===== config.mk =====
export PLATFORM = sky130hd
export DESIGN_NAME = csr_file_top
export DESIGN_NICKNAME = d
export VERILOG_FILES = /design/src/source/csr_pkg.sv /design/src/source/csr_file_top.sv /design/src/source/csr_read_mux.sv /design/src/source/nc_region_csr.sv /design/src/source/core_csrs.sv /design/src/source/csr_access_decode.sv
export SDC_FILE = /design/constraint.sdc
export NUM_CORES = 1
export LEC_CHECK = 0
export BUFFER_PORTS_ARGS = -buffer_cell sky130_fd_sc_hd__buf_2
export CORE_ASPECT_RATIO = 0.8
export CORE_MARGIN = 3
export CORE_UTILIZATION = 50
export CTS_CLUSTER_DIAMETER = 100
export DETAILED_ROUTE_END_ITERATION = 10
export PLACE_DENSITY = 0.79
export REMOVE_ABC_BUFFERS = 1
export SLEW_MARGIN = 30
export SYNTH_ARGS = -nofsm -noshare
export SYNTH_HDL_FRONTEND = slang
export SYNTH_HIERARCHICAL = 1
export SYNTH_SLANG_ARGS = --single-unit

===== constraint.sdc =====
create_clock -name clk -period 2.8 [get_ports clk]
set_input_delay 0.14 -clock clk [delete_from_list [all_inputs] [get_ports clk]]
set_output_delay 0.14 -clock clk [all_outputs]
set_load 0.01 [all_outputs]

===== src/source/csr_pkg.sv =====
`default_nettype none

package csr_pkg;

    // --------------------------------------------------
    // data widths
    // --------------------------------------------------

    typedef logic [31:0] csr_data_t;
    typedef logic [11:0] csr_addr_t;
    // funct3 of the csr instruction, picks write form
    typedef logic [2:0]  csr_f3_t;
    // trap cause code, interrupt flag kept apart
    typedef logic [30:0] cause_t;

    // --------------------------------------------------
    // csr address map
    // --------------------------------------------------

    localparam csr_addr_t ADDR_MSTATUS  = 12'h300;
    localparam csr_addr_t ADDR_MISA     = 12'h301;
    localparam csr_addr_t ADDR_MIE      = 12'h304;
    localparam csr_addr_t ADDR_MTVEC    = 12'h305;
    localparam csr_addr_t ADDR_MSCRATCH = 12'h340;
    localparam csr_addr_t ADDR_MEPC     = 12'h341;
    localparam csr_addr_t ADDR_MCAUSE   = 12'h342;
    localparam csr_addr_t ADDR_MIP      = 12'h344;
    // custom cache control space
    localparam csr_addr_t ADDR_FLUSH    = 12'h7C0;
    // window i base at first + 2i, limit right after
    localparam csr_addr_t ADDR_NC_FIRST = 12'h7C1;

    // one-hot select positions, window slots follow the core ones
    localparam int SEL_MSTATUS  = 0;
    localparam int SEL_MISA     = 1;
    localparam int SEL_MIE      = 2;
    localparam int SEL_MIP      = 3;
    localparam int SEL_MTVEC    = 4;
    localparam int SEL_MEPC     = 5;
    localparam int SEL_MCAUSE   = 6;
    localparam int SEL_MSCRATCH = 7;
    localparam int SEL_FLUSH    = 8;
    localparam int CORE_SLOTS   = 9;

    // mstatus fields
    localparam int MIE_BIT   = 3;
    localparam int MPIE_BIT  = 7;
    // mip / mie positions, equal to their cause codes
    localparam int IRQ_SOFT  = 3;
    localparam int IRQ_TIMER = 7;
    localparam int IRQ_EXT   = 11;

    // reset values
    localparam csr_data_t MSTATUS_RESET  = 32'h0000_1800;
    localparam csr_data_t MISA_VALUE     = 32'h4014_0100;
    localparam csr_data_t NC_LIMIT_RESET = 32'hFFFF_FFFF;

endpackage

`default_nettype wire

===== src/source/csr_file_top.sv =====
`default_nettype none

module csr_file_top #(
    parameter int N_REGIONS = 2
) (
    input  logic               clk,
    input  logic               rst_n,
    input  csr_pkg::csr_addr_t address,
    input  csr_pkg::csr_f3_t   f3,
    input  csr_pkg::csr_data_t write_data,
    input  logic               write_enable,
    input  logic               instruction_valid,
    input  csr_pkg::csr_data_t current_pc,
    input  logic               exception,
    input  csr_pkg::cause_t    exception_cause,
    input  logic               m_ret,
    input  logic               timer_itr,
    input  logic               soft_itr,
    input  logic               ext_itr,
    output csr_pkg::csr_data_t read_data,
    output logic               trap,
    output csr_pkg::csr_data_t csr_mtvec,
    output csr_pkg::csr_data_t csr_mepc,
    output logic               flush_cache_flag,
    output csr_pkg::csr_data_t nc_base  [N_REGIONS],
    output csr_pkg::csr_data_t nc_limit [N_REGIONS]
);

    import csr_pkg::*;

    localparam int SEL_W = CORE_SLOTS + 2 * N_REGIONS;

    typedef logic [SEL_W-1:0] sel_t;

    sel_t      sel;
    sel_t      wr_en;
    csr_data_t wb_value;
    csr_data_t mstatus;
    csr_data_t mie;
    csr_data_t mip;
    csr_data_t mcause;
    csr_data_t mscratch;
    csr_data_t flush;

    // --------------------------------------------------
    // decode
    // --------------------------------------------------

    csr_access_decode #(
        .N_REGIONS(N_REGIONS)
    ) u_decode (
        .address          (address),
        .instruction_valid(instruction_valid),
        .write_enable     (write_enable),
        .sel              (sel),
        .wr_en            (wr_en)
    );

    // --------------------------------------------------
    // machine registers and traps
    // --------------------------------------------------

    core_csrs u_core (
        .clk             (clk),
        .rst_n           (rst_n),
        .sel_wr          (wr_en[CORE_SLOTS-1:0]),
        .wb_value        (wb_value),
        .current_pc      (current_pc),
        .exception       (exception),
        .exception_cause (exception_cause),
        .m_ret           (m_ret),
        .timer_itr       (timer_itr),
        .soft_itr        (soft_itr),
        .ext_itr         (ext_itr),
        .trap            (trap),
        .flush_cache_flag(flush_cache_flag),
        .mstatus         (mstatus),
        .mie             (mie),
        .mip             (mip),
        .mtvec           (csr_mtvec),
        .mepc            (csr_mepc),
        .mcause          (mcause),
        .mscratch        (mscratch),
        .flush           (flush)
    );

    // --------------------------------------------------
    // non-cachable windows
    // --------------------------------------------------

    // region 0 data side, region 1 instruction side
    for (genvar r = 0; r < N_REGIONS; r++) begin : g_region
        nc_region_csr u_region (
            .clk     (clk),
            .rst_n   (rst_n),
            .wr_base (wr_en[CORE_SLOTS + 2 * r]),
            .wr_limit(wr_en[CORE_SLOTS + 2 * r + 1]),
            .wb_value(wb_value),
            .base    (nc_base[r]),
            .limit   (nc_limit[r])
        );
    end

    // read path and write-back value
    csr_read_mux #(
        .N_REGIONS(N_REGIONS)
    ) u_read_mux (
        .sel         (sel),
        .f3          (f3),
        .write_data  (write_data),
        .mstatus     (mstatus),
        .mie         (mie),
        .mip         (mip),
        .mtvec       (csr_mtvec),
        .mepc        (csr_mepc),
        .mcause      (mcause),
        .mscratch    (mscratch),
        .flush       (flush),
        .region_base (nc_base),
        .region_limit(nc_limit),
        .read_data   (read_data),
        .wb_value    (wb_value)
    );

endmodule

`default_nettype wire


===== src/source/csr_read_mux.sv =====
`default_nettype none

module csr_read_mux #(
    parameter int N_REGIONS = 2
) (
    input  logic [csr_pkg::CORE_SLOTS+2*N_REGIONS-1:0]  sel,
    input  csr_pkg::csr_f3_t                            f3,
    input  csr_pkg::csr_data_t                          write_data,
    input  csr_pkg::csr_data_t                          mstatus,
    input  csr_pkg::csr_data_t                          mie,
    input  csr_pkg::csr_data_t                          mip,
    input  csr_pkg::csr_data_t                          mtvec,
    input  csr_pkg::csr_data_t                          mepc,
    input  csr_pkg::csr_data_t                          mcause,
    input  csr_pkg::csr_data_t                          mscratch,
    input  csr_pkg::csr_data_t                          flush,
    input  csr_pkg::csr_data_t                          region_base  [N_REGIONS],
    input  csr_pkg::csr_data_t                          region_limit [N_REGIONS],
    output csr_pkg::csr_data_t                          read_data,
    output csr_pkg::csr_data_t                          wb_value
);

    import csr_pkg::*;

    // --------------------------------------------------
    // read select, and-or over the one-hot
    // --------------------------------------------------

    always_comb begin
        // unmapped reads 0
        read_data = '0;
        if (sel[SEL_MSTATUS])  read_data |= mstatus;
        // misa is constant
        if (sel[SEL_MISA])     read_data |= MISA_VALUE;
        if (sel[SEL_MIE])      read_data |= mie;
        if (sel[SEL_MIP])      read_data |= mip;
        if (sel[SEL_MTVEC])    read_data |= mtvec;
        if (sel[SEL_MEPC])     read_data |= mepc;
        if (sel[SEL_MCAUSE])   read_data |= mcause;
        if (sel[SEL_MSCRATCH]) read_data |= mscratch;
        if (sel[SEL_FLUSH])    read_data |= flush;
        for (int i = 0; i < N_REGIONS; i++) begin
            if (sel[CORE_SLOTS + 2 * i])     read_data |= region_base[i];
            if (sel[CORE_SLOTS + 2 * i + 1]) read_data |= region_limit[i];
        end
    end

    // --------------------------------------------------
    // write-back value
    // --------------------------------------------------

    // register and immediate forms share the low two bits
    always_comb begin
        case (f3)
            3'b001, 3'b101: wb_value = write_data;
            3'b010, 3'b110: wb_value = read_data | write_data;
            3'b011, 3'b111: wb_value = read_data & ~write_data;
            default:        wb_value = '0;
        endcase
    end

endmodule

`default_nettype wire


===== src/source/nc_region_csr.sv =====
`default_nettype none

module nc_region_csr (
    input  logic               clk,
    input  logic               rst_n,
    input  logic               wr_base,
    input  logic               wr_limit,
    input  csr_pkg::csr_data_t wb_value,
    output csr_pkg::csr_data_t base,
    output csr_pkg::csr_data_t limit
);

    import csr_pkg::*;

    // --------------------------------------------------
    // one non-cachable window
    // --------------------------------------------------

    // whole space non-cachable out of reset
    always_ff @(posedge clk) begin
        if (!rst_n) begin
            base  <= '0;
            limit <= NC_LIMIT_RESET;
        end else begin
            // separate strobes, base and limit load apart
            if (wr_base) begin
                base <= wb_value;
            end
            if (wr_limit) begin
                limit <= wb_value;
            end
        end
    end

endmodule

`default_nettype wire


===== src/source/core_csrs.sv =====
`default_nettype none

module core_csrs (
    input  logic                            clk,
    input  logic                            rst_n,
    input  logic [csr_pkg::CORE_SLOTS-1:0]  sel_wr,
    input  csr_pkg::csr_data_t              wb_value,
    input  csr_pkg::csr_data_t              current_pc,
    input  logic                            exception,
    input  csr_pkg::cause_t                 exception_cause,
    input  logic                            m_ret,
    input  logic                            timer_itr,
    input  logic                            soft_itr,
    input  logic                            ext_itr,
    output logic                            trap,
    output logic                            flush_cache_flag,
    output csr_pkg::csr_data_t              mstatus,
    output csr_pkg::csr_data_t              mie,
    output csr_pkg::csr_data_t              mip,
    output csr_pkg::csr_data_t              mtvec,
    output csr_pkg::csr_data_t              mepc,
    output csr_pkg::csr_data_t              mcause,
    output csr_pkg::csr_data_t              mscratch,
    output csr_pkg::csr_data_t              flush
);

    import csr_pkg::*;

    // set while a handler runs, until mret
    logic      trap_taken;
    csr_data_t irq_pending;
    logic      irq_take;
    cause_t    irq_cause;

    // --------------------------------------------------
    // trap request
    // --------------------------------------------------

    assign irq_pending = mie & mip;
    // interrupts need the global enable
    assign irq_take    = (|irq_pending) & mstatus[MIE_BIT];
    // no nesting, a pending trap waits for mret
    assign trap        = (irq_take | exception) & ~trap_taken;

    // fixed interrupt order: ext, timer, soft
    always_comb begin
        irq_cause = '0;
        if (irq_pending[IRQ_EXT]) begin
            irq_cause = cause_t'(IRQ_EXT);
        end else if (irq_pending[IRQ_TIMER]) begin
            irq_cause = cause_t'(IRQ_TIMER);
        end else if (irq_pending[IRQ_SOFT]) begin
            irq_cause = cause_t'(IRQ_SOFT);
        end
    end

    // cache flush pulse, bit 0 only
    assign flush_cache_flag = flush[0];

    // --------------------------------------------------
    // register update
    // --------------------------------------------------

    always_ff @(posedge clk) begin
        if (!rst_n) begin
            mstatus    <= MSTATUS_RESET;
            mie        <= '0;
            mip        <= '0;
            mtvec      <= '0;
            mepc       <= '0;
            mcause     <= '0;
            mscratch   <= '0;
            flush      <= '0;
            trap_taken <= 1'b0;
        end else begin
            // interrupt lines sampled, one cycle late
            mip            <= '0;
            mip[IRQ_SOFT]  <= soft_itr;
            mip[IRQ_TIMER] <= timer_itr;
            mip[IRQ_EXT]   <= ext_itr;

            // trap beats mret beats software
            if (trap) begin
                mstatus[MPIE_BIT] <= mstatus[MIE_BIT];
                mstatus[MIE_BIT]  <= 1'b0;
            end else if (m_ret) begin
                mstatus[MIE_BIT] <= mstatus[MPIE_BIT];
            end else if (sel_wr[SEL_MSTATUS]) begin
                mstatus <= wb_value;
            end

            if (sel_wr[SEL_MIE]) begin
                mie <= wb_value;
            end
            if (sel_wr[SEL_MTVEC]) begin
                mtvec <= wb_value;
            end
            if (sel_wr[SEL_MSCRATCH]) begin
                mscratch <= wb_value;
            end

            // return address of the trapped instruction
            if (trap) begin
                mepc <= current_pc;
            end else if (sel_wr[SEL_MEPC]) begin
                mepc <= wb_value;
            end

            // bit 31 flags an interrupt
            if (trap) begin
                mcause <= {irq_take, irq_take ? irq_cause : exception_cause};
            end else if (sel_wr[SEL_MCAUSE]) begin
                mcause <= wb_value;
            end

            // self clearing, flag lasts one cycle
            if (flush[0]) begin
                flush <= '0;
            end else if (sel_wr[SEL_FLUSH]) begin
                flush <= wb_value;
            end

            if (trap) begin
                trap_taken <= 1'b1;
            end else if (m_ret) begin
                trap_taken <= 1'b0;
            end
        end
    end

endmodule

`default_nettype wire


===== src/source/csr_access_decode.sv =====
`default_nettype none

module csr_access_decode #(
    parameter int N_REGIONS = 2
) (
    input  csr_pkg::csr_addr_t                          address,
    input  logic                                        instruction_valid,
    input  logic                                        write_enable,
    output logic [csr_pkg::CORE_SLOTS+2*N_REGIONS-1:0]  sel,
    output logic [csr_pkg::CORE_SLOTS+2*N_REGIONS-1:0]  wr_en
);

    import csr_pkg::*;

    localparam int SEL_W = CORE_SLOTS + 2 * N_REGIONS;

    // --------------------------------------------------
    // address to one-hot select
    // --------------------------------------------------

    always_comb begin
        sel = '0;
        // fixed machine registers
        case (address)
            ADDR_MSTATUS:  sel[SEL_MSTATUS]  = 1'b1;
            ADDR_MISA:     sel[SEL_MISA]     = 1'b1;
            ADDR_MIE:      sel[SEL_MIE]      = 1'b1;
            ADDR_MIP:      sel[SEL_MIP]      = 1'b1;
            ADDR_MTVEC:    sel[SEL_MTVEC]    = 1'b1;
            ADDR_MEPC:     sel[SEL_MEPC]     = 1'b1;
            ADDR_MCAUSE:   sel[SEL_MCAUSE]   = 1'b1;
            ADDR_MSCRATCH: sel[SEL_MSCRATCH] = 1'b1;
            ADDR_FLUSH:    sel[SEL_FLUSH]    = 1'b1;
            default:       ;
        endcase
        // window pairs, base then limit
        for (int i = 0; i < N_REGIONS; i++) begin
            if (address == csr_addr_t'(ADDR_NC_FIRST + 2 * i)) begin
                sel[CORE_SLOTS + 2 * i] = 1'b1;
            end
            if (address == csr_addr_t'(ADDR_NC_FIRST + 2 * i + 1)) begin
                sel[CORE_SLOTS + 2 * i + 1] = 1'b1;
            end
        end
    end

    // --------------------------------------------------
    // write strobes
    // --------------------------------------------------

    // only a valid instruction with a write request commits
    assign wr_en = sel & {SEL_W{instruction_valid & write_enable}};

endmodule

`default_nettype wire


* Yosys cells after proc, flatten, opt, wreduce, memory -nomap -nowiden *
Cells that the tools add are included.

storage, ports and cells
  register bits after elaboration = 385
  input bits = 119
  output and inout bits = 226
  logic and storage cells = 117

cells by class
  eq/ne operators = 20
  multiplexer cells = 41
  bitwise logic cells = 25
  reduce and logical (&&, ||, !) cells = 14

operators with widths
  cell                  number
  $mux 32               16
  $or 32x32->32         12
  $mux 31               4
  $eq 12x10->1 const B  8
  $pmux 32 s3           1
  $and 32x32->32        2
  $eq 12x11->1 const B  5
  $not 32->32           1
  $reduce_or 32->1      1
  $mux 1                17
  $and 13x13->13        1
  $reduce_bool 2->1     5
  $reduce_or 2->1       5
  $eq 3x3->1 const B    3
  $mux 8                1
  $eq 3x2->1 const B    2
  $not 1->1             5
  $mux 4                1
  $and 1x1->1           3
  $eq 3x1->1 const B    1
  $reduce_and 3->1      1
  $reduce_or 3->1       1
  $mux 2                1
  $ne 2x1->1 const B    1
  other kinds (2)       2

* Longest topological paths before layout *
  word-level depth = 31
  depth in mapped cells = 12
  depth with buffers taken out = 11

* Cells and area by module *
Netlist, hierarchy kept.

by module, submodules not included
  module             times used  cells an instance  area each (um2)  sequential area each (um2)
  core_csrs          1           868                9266.4           4564.4
  nc_region_csr      2           207                2384.8           1281.2
  csr_read_mux       1           373                2860.2           0.0
  csr_access_decode  1           50                 256.5            0.0

* Worst setup path before layout *
OpenSTA, ideal clock, no wires.

  path type = in2reg
  start = input port address[5]
  end = register u_core.mepc[13]
  arrival time = 2455 ps
  data required time = 2741 ps
  setup slack = 287 ps
  stages = 11
  path through = nor3b_2 > nand3_1 > nor3_1 > buf_6 > a22oi_1 > nand2_1 > nor4_1 > nor3_1 > mux2i_1 > nand2_1 > o211a_1

between the ends
  elaborated cells on any way between the ends = 55

RTL lines
  element                                                 line                                    source
  start: declaration                                      csr_file_top.sv:8                       input csr_pkg::csr_addr_t address,
  $eq 12x11->1 *                                          csr_access_decode.sv:38                 if (address == csr_addr_t'(ADDR_NC_FIRST + 2 * i)) begin
  $mux 1 *                                                csr_access_decode.sv:38
  named net sel[11]                                       csr_file_top.sv:35                      sel_t sel;
  $mux 32 *                                               csr_read_mux.sv:43                      if (sel[CORE_SLOTS + 2 * i]) read_data |= region_base[i];
  $or 32x32->32                                           csr_read_mux.sv:44                      if (sel[CORE_SLOTS + 2 * i + 1]) read_data |= region_limit[i];
  $mux 32 *                                               csr_read_mux.sv:44
  $and 32x32->32 / $or 32x32->32 (equally long branches)  csr_read_mux.sv:57, csr_read_mux.sv:56
  $pmux 32 s3 *                                           csr_read_mux.sv:54                      case (f3)
  named net wb_value[13]                                  csr_file_top.sv:37                      csr_data_t wb_value;
  $mux 32 *                                               core_csrs.sv:105                        end else if (sel_wr[SEL_MEPC]) begin
  $mux 32 *                                               core_csrs.sv:103                        if (trap) begin
  end signal: assignment                                  core_csrs.sv:104                        mepc <= current_pc;
  end signal: assignment                                  core_csrs.sv:106                        mepc <= wb_value;
  end: declaration                                        core_csrs.sv:21                         output csr_pkg::csr_data_t mepc,

Mark *: on every way through the listed nets, which the timed path passes. The rest lies on a longest branch. The select of a mux whose other input is x is not followed.
A chain may end at the register's enable or synchronous reset.

* Worst setup path in the final report *
  start = input port address[5]
  end = register u_core.mcause[31]

between the ends
  elaborated cells on any way between the ends = 54

RTL lines
  element                                                 line                                    source
  $eq 12x10->1 *                                          csr_access_decode.sv:24                 case (address)
  $mux 1 *                                                csr_access_decode.sv:24
  named net sel[5]                                        csr_file_top.sv:35
  $mux 32 *                                               csr_read_mux.sv:38                      if (sel[SEL_MEPC]) read_data |= mepc;
  $or 32x32->32                                           csr_read_mux.sv:39                      if (sel[SEL_MCAUSE]) read_data |= mcause;
  $mux 32 *                                               csr_read_mux.sv:39
  $or 32x32->32                                           csr_read_mux.sv:40                      if (sel[SEL_MSCRATCH]) read_data |= mscratch;
  $mux 32 *                                               csr_read_mux.sv:40
  (+7 left out)                                           -
  $mux 32 *                                               csr_read_mux.sv:43
  $or 32x32->32                                           csr_read_mux.sv:44
  $mux 32 *                                               csr_read_mux.sv:44
  $and 32x32->32 / $or 32x32->32 (equally long branches)  csr_read_mux.sv:57, csr_read_mux.sv:56
  $pmux 32 s3 *                                           csr_read_mux.sv:54
  named net wb_value[31]                                  csr_file_top.sv:37
  $mux 32 *                                               core_csrs.sv:112                        end else if (sel_wr[SEL_MCAUSE]) begin
  $mux 32 *                                               core_csrs.sv:110                        if (trap) begin
  end signal: assignment                                  core_csrs.sv:111                        mcause <= {irq_take, irq_take ? irq_cause : exception_cause};
  end signal: assignment                                  core_csrs.sv:113                        mcause <= wb_value;
  end: declaration                                        core_csrs.sv:22                         output csr_pkg::csr_data_t mcause,

Marks and branches as above.

==> reports/qor.txt <==
status - complete, no violations
Critical path origin - address[5]
min Tclk post-route - 2.42 ns
Final Hold Vio Count - 0
worst vdd ir - 0.574 mV
r2r endpoint - u_core/mcause[23]
grt ovf - 0
Final nets - 2194
gate count of the mapped netlist - 1703
Post-Route WL - 61300 um
Max Slew Vio Count - 0
routed len/inst - 24.2 um
die area - 0.0366 mm^2
post-DP HPWL - 39600 um
Critical Path RT - 3.27 ns
clk_skew - 0.0121 ns
Setup crit end kind - flip-flop
PwrDens - 530 mW/mm^2
Die Height - 172 um
Starting Density - 51.7%
Tot Pwr - 11.2 mW
number of clock sinks - 356
WS Path Type - primary input to flip-flop
total track usage - 32.0%
largest net degree at the start of global routing - 156
Cells after DPL - 2396
core area - 0.0331 mm^2
clk buf depth - 3
fin cells - 2529
Max-slew headroom - 30.9%
Startpoint Class - primary input
yosys warns - 6
Root Driver - clkbuf_16
worst endpoint data arrival time - 2.89 ns
synthesized area - 0.0171 mm^2
Leakage Power - 8.12 nW
total CTS buffers - 38
final RePlAce weighted congestion - 0.863
routed vias/inst - 6.15
post_cts resized - 0
RSZ-0062 raised after global routing - no
Slew @ Worst Pin - 1.04 ns
CP Capture Point - u_core/mcause[31]
Reg clk slew, reported paths - 0.06 ns
Post-Syn Area per Cell - 10.1 um^2
Clock Latency Late Sink - 0.53 ns
Final ANT Viol Nets - 0
die span in x - 213 um
drt initial violations - 1614
Final Util - 63.7%
DRT Pass-1 Iters - 6
first-pass GRT wire length - 90100 um
I/O Pins - 345
Port Buf Inserts - 343
# DRC - 0
final setup violation count - 0
vias - 15500
R2R Setup Slk - 0.63 ns
row count - 59
layout cell share with drive strength beyond 1 - 24.5%
worst reg2reg path depth - 4
HP Class - primary input to flip-flop
Max H-tree Level - 2
fmax - 412 MHz
CTS tree - yes
vias in the first global route - 15300
Period Utilization, post-route - 86.6%
initial antenna violation count - 1
Max-Cap Viols - 0
FF-to-FF Start - u_core/mip[3]
Max Fanout on Critical Path - 11
Layout area overhead - 23.2%
==> per-stage QoR <==
step	setup WS (ns)	hold slack (ns)	instance area [um^2]	setup TNS, ns
floorplan	-2.85	0.202	16000	-479.36
global placement	0.217	0.343	19200	0
detailed placement	0.0752	0.346	19200	0
CTS	0.529	0.0288	21100	0
global route	0.363	0.0486	21100	0
finish	0.375	0.0848	21100	0
==> worst max-delay path: stages <==
cell and delay, ns:
buf_2 0.10, nor3b_2 0.34, nand4_1 0.19, buf_4 0.23, nor2_4 0.13, buf_4 0.27, a22o_1 0.19, a221oi_1 0.05
nand3_1 0.15, o21a_1 0.54, nor2b_1 0.10, o22ai_1 0.22, o311a_1 0.21
==> what timing repair did <==
action / CTS / global route
buffers inserted: 0 / 0
endpoints found under the setup margin: 0 / 0
hold buffers: 66 / 0
endpoints found under the hold margin: 67 / 0
==> cells in the final DEF, fill, tap and decap left out, types with 49 or more instances in the layout <==
| master | n |
|---|---|
| dfxtp_1 | 356 |
| buf_4 | 49 |
| a221oi_1 | 81 |
| a22o_1 | 88 |
| buf_2 | 342 |
| nor2b_1 | 164 |
| mux2i_1 | 347 |
| dlygate4sd3_1 | 66 |
| a21oi_1 | 68 |
| nand2_1 | 165 |
==> state kept, by name, summed over array words and instances (netlist names), 32 cells and up <==
| name | count |
|---|---|
| g_region.u_region/base | 64 |
| g_region.u_region/limit | 64 |
| u_core/mtvec | 32 |
| u_core/flush | 32 |
| u_core/mstatus | 32 |
| u_core/mepc | 32 |
| u_core/mie | 32 |
| u_core/mcause | 32 |
| u_core/mscratch | 32 |
==> how the worst min path moves through the flow <==
| stage | from | end | slack [ns] | cells past startpoint |
|---|---|---|---|---|
| after detailed placement | exception_cause[12] | u_core/mcause[12] | 0.35 | 2 |
| after global routing | exception_cause[2] | u_core/mcause[2] | 0.05 | 3 |
| final | exception_cause[2] | u_core/mcause[2] | 0.08 | 3 |
| after CTS | exception_cause[2] | u_core/mcause[2] | 0.03 | 3 |
| after floorplan | rst_n | g_region[0].u_region/limit[0] | 0.20 | 1 |
| after global placement | exception_cause[12] | u_core/mcause[12] | 0.34 | 2 |
==> where the power goes <==
group | leakage, nW | total [mW] | internal (mW) | switching (mW)
registers | 2.88 | 5.19 | 5.14 | 0.0551
logic | 4.62 | 0.840 | 0.348 | 0.493
clock network | 0.626 | 5.16 | 3.09 | 2.07
total | 8.12 | 11.2 | 8.57 | 2.62
==> final cells by class <==
class                           count  area, um^2
Antenna cell                        1        2.50
Clock buffer                       60        1190
Tap cell                          427         534
Fill cell                        2559       12000
Inverter                            5        18.8
Timing Repair Buffer              479        3170
Multi-Input combinational cell   1195        8990
Clock inverter                      6        80.1
Sequential cell                   356        7130
==> metal layers <==
metal  vias up  global-route usage [%]  routed length (um)
li1       6878                       -                   -
met1      7497                    42.4               24900
met2       981                    50.3               27100
met3       190                    7.39                6830
met4         2                    13.5                2480
met5         -                       0                  12
No activity file was read; power rests on OpenSTA's default activity.
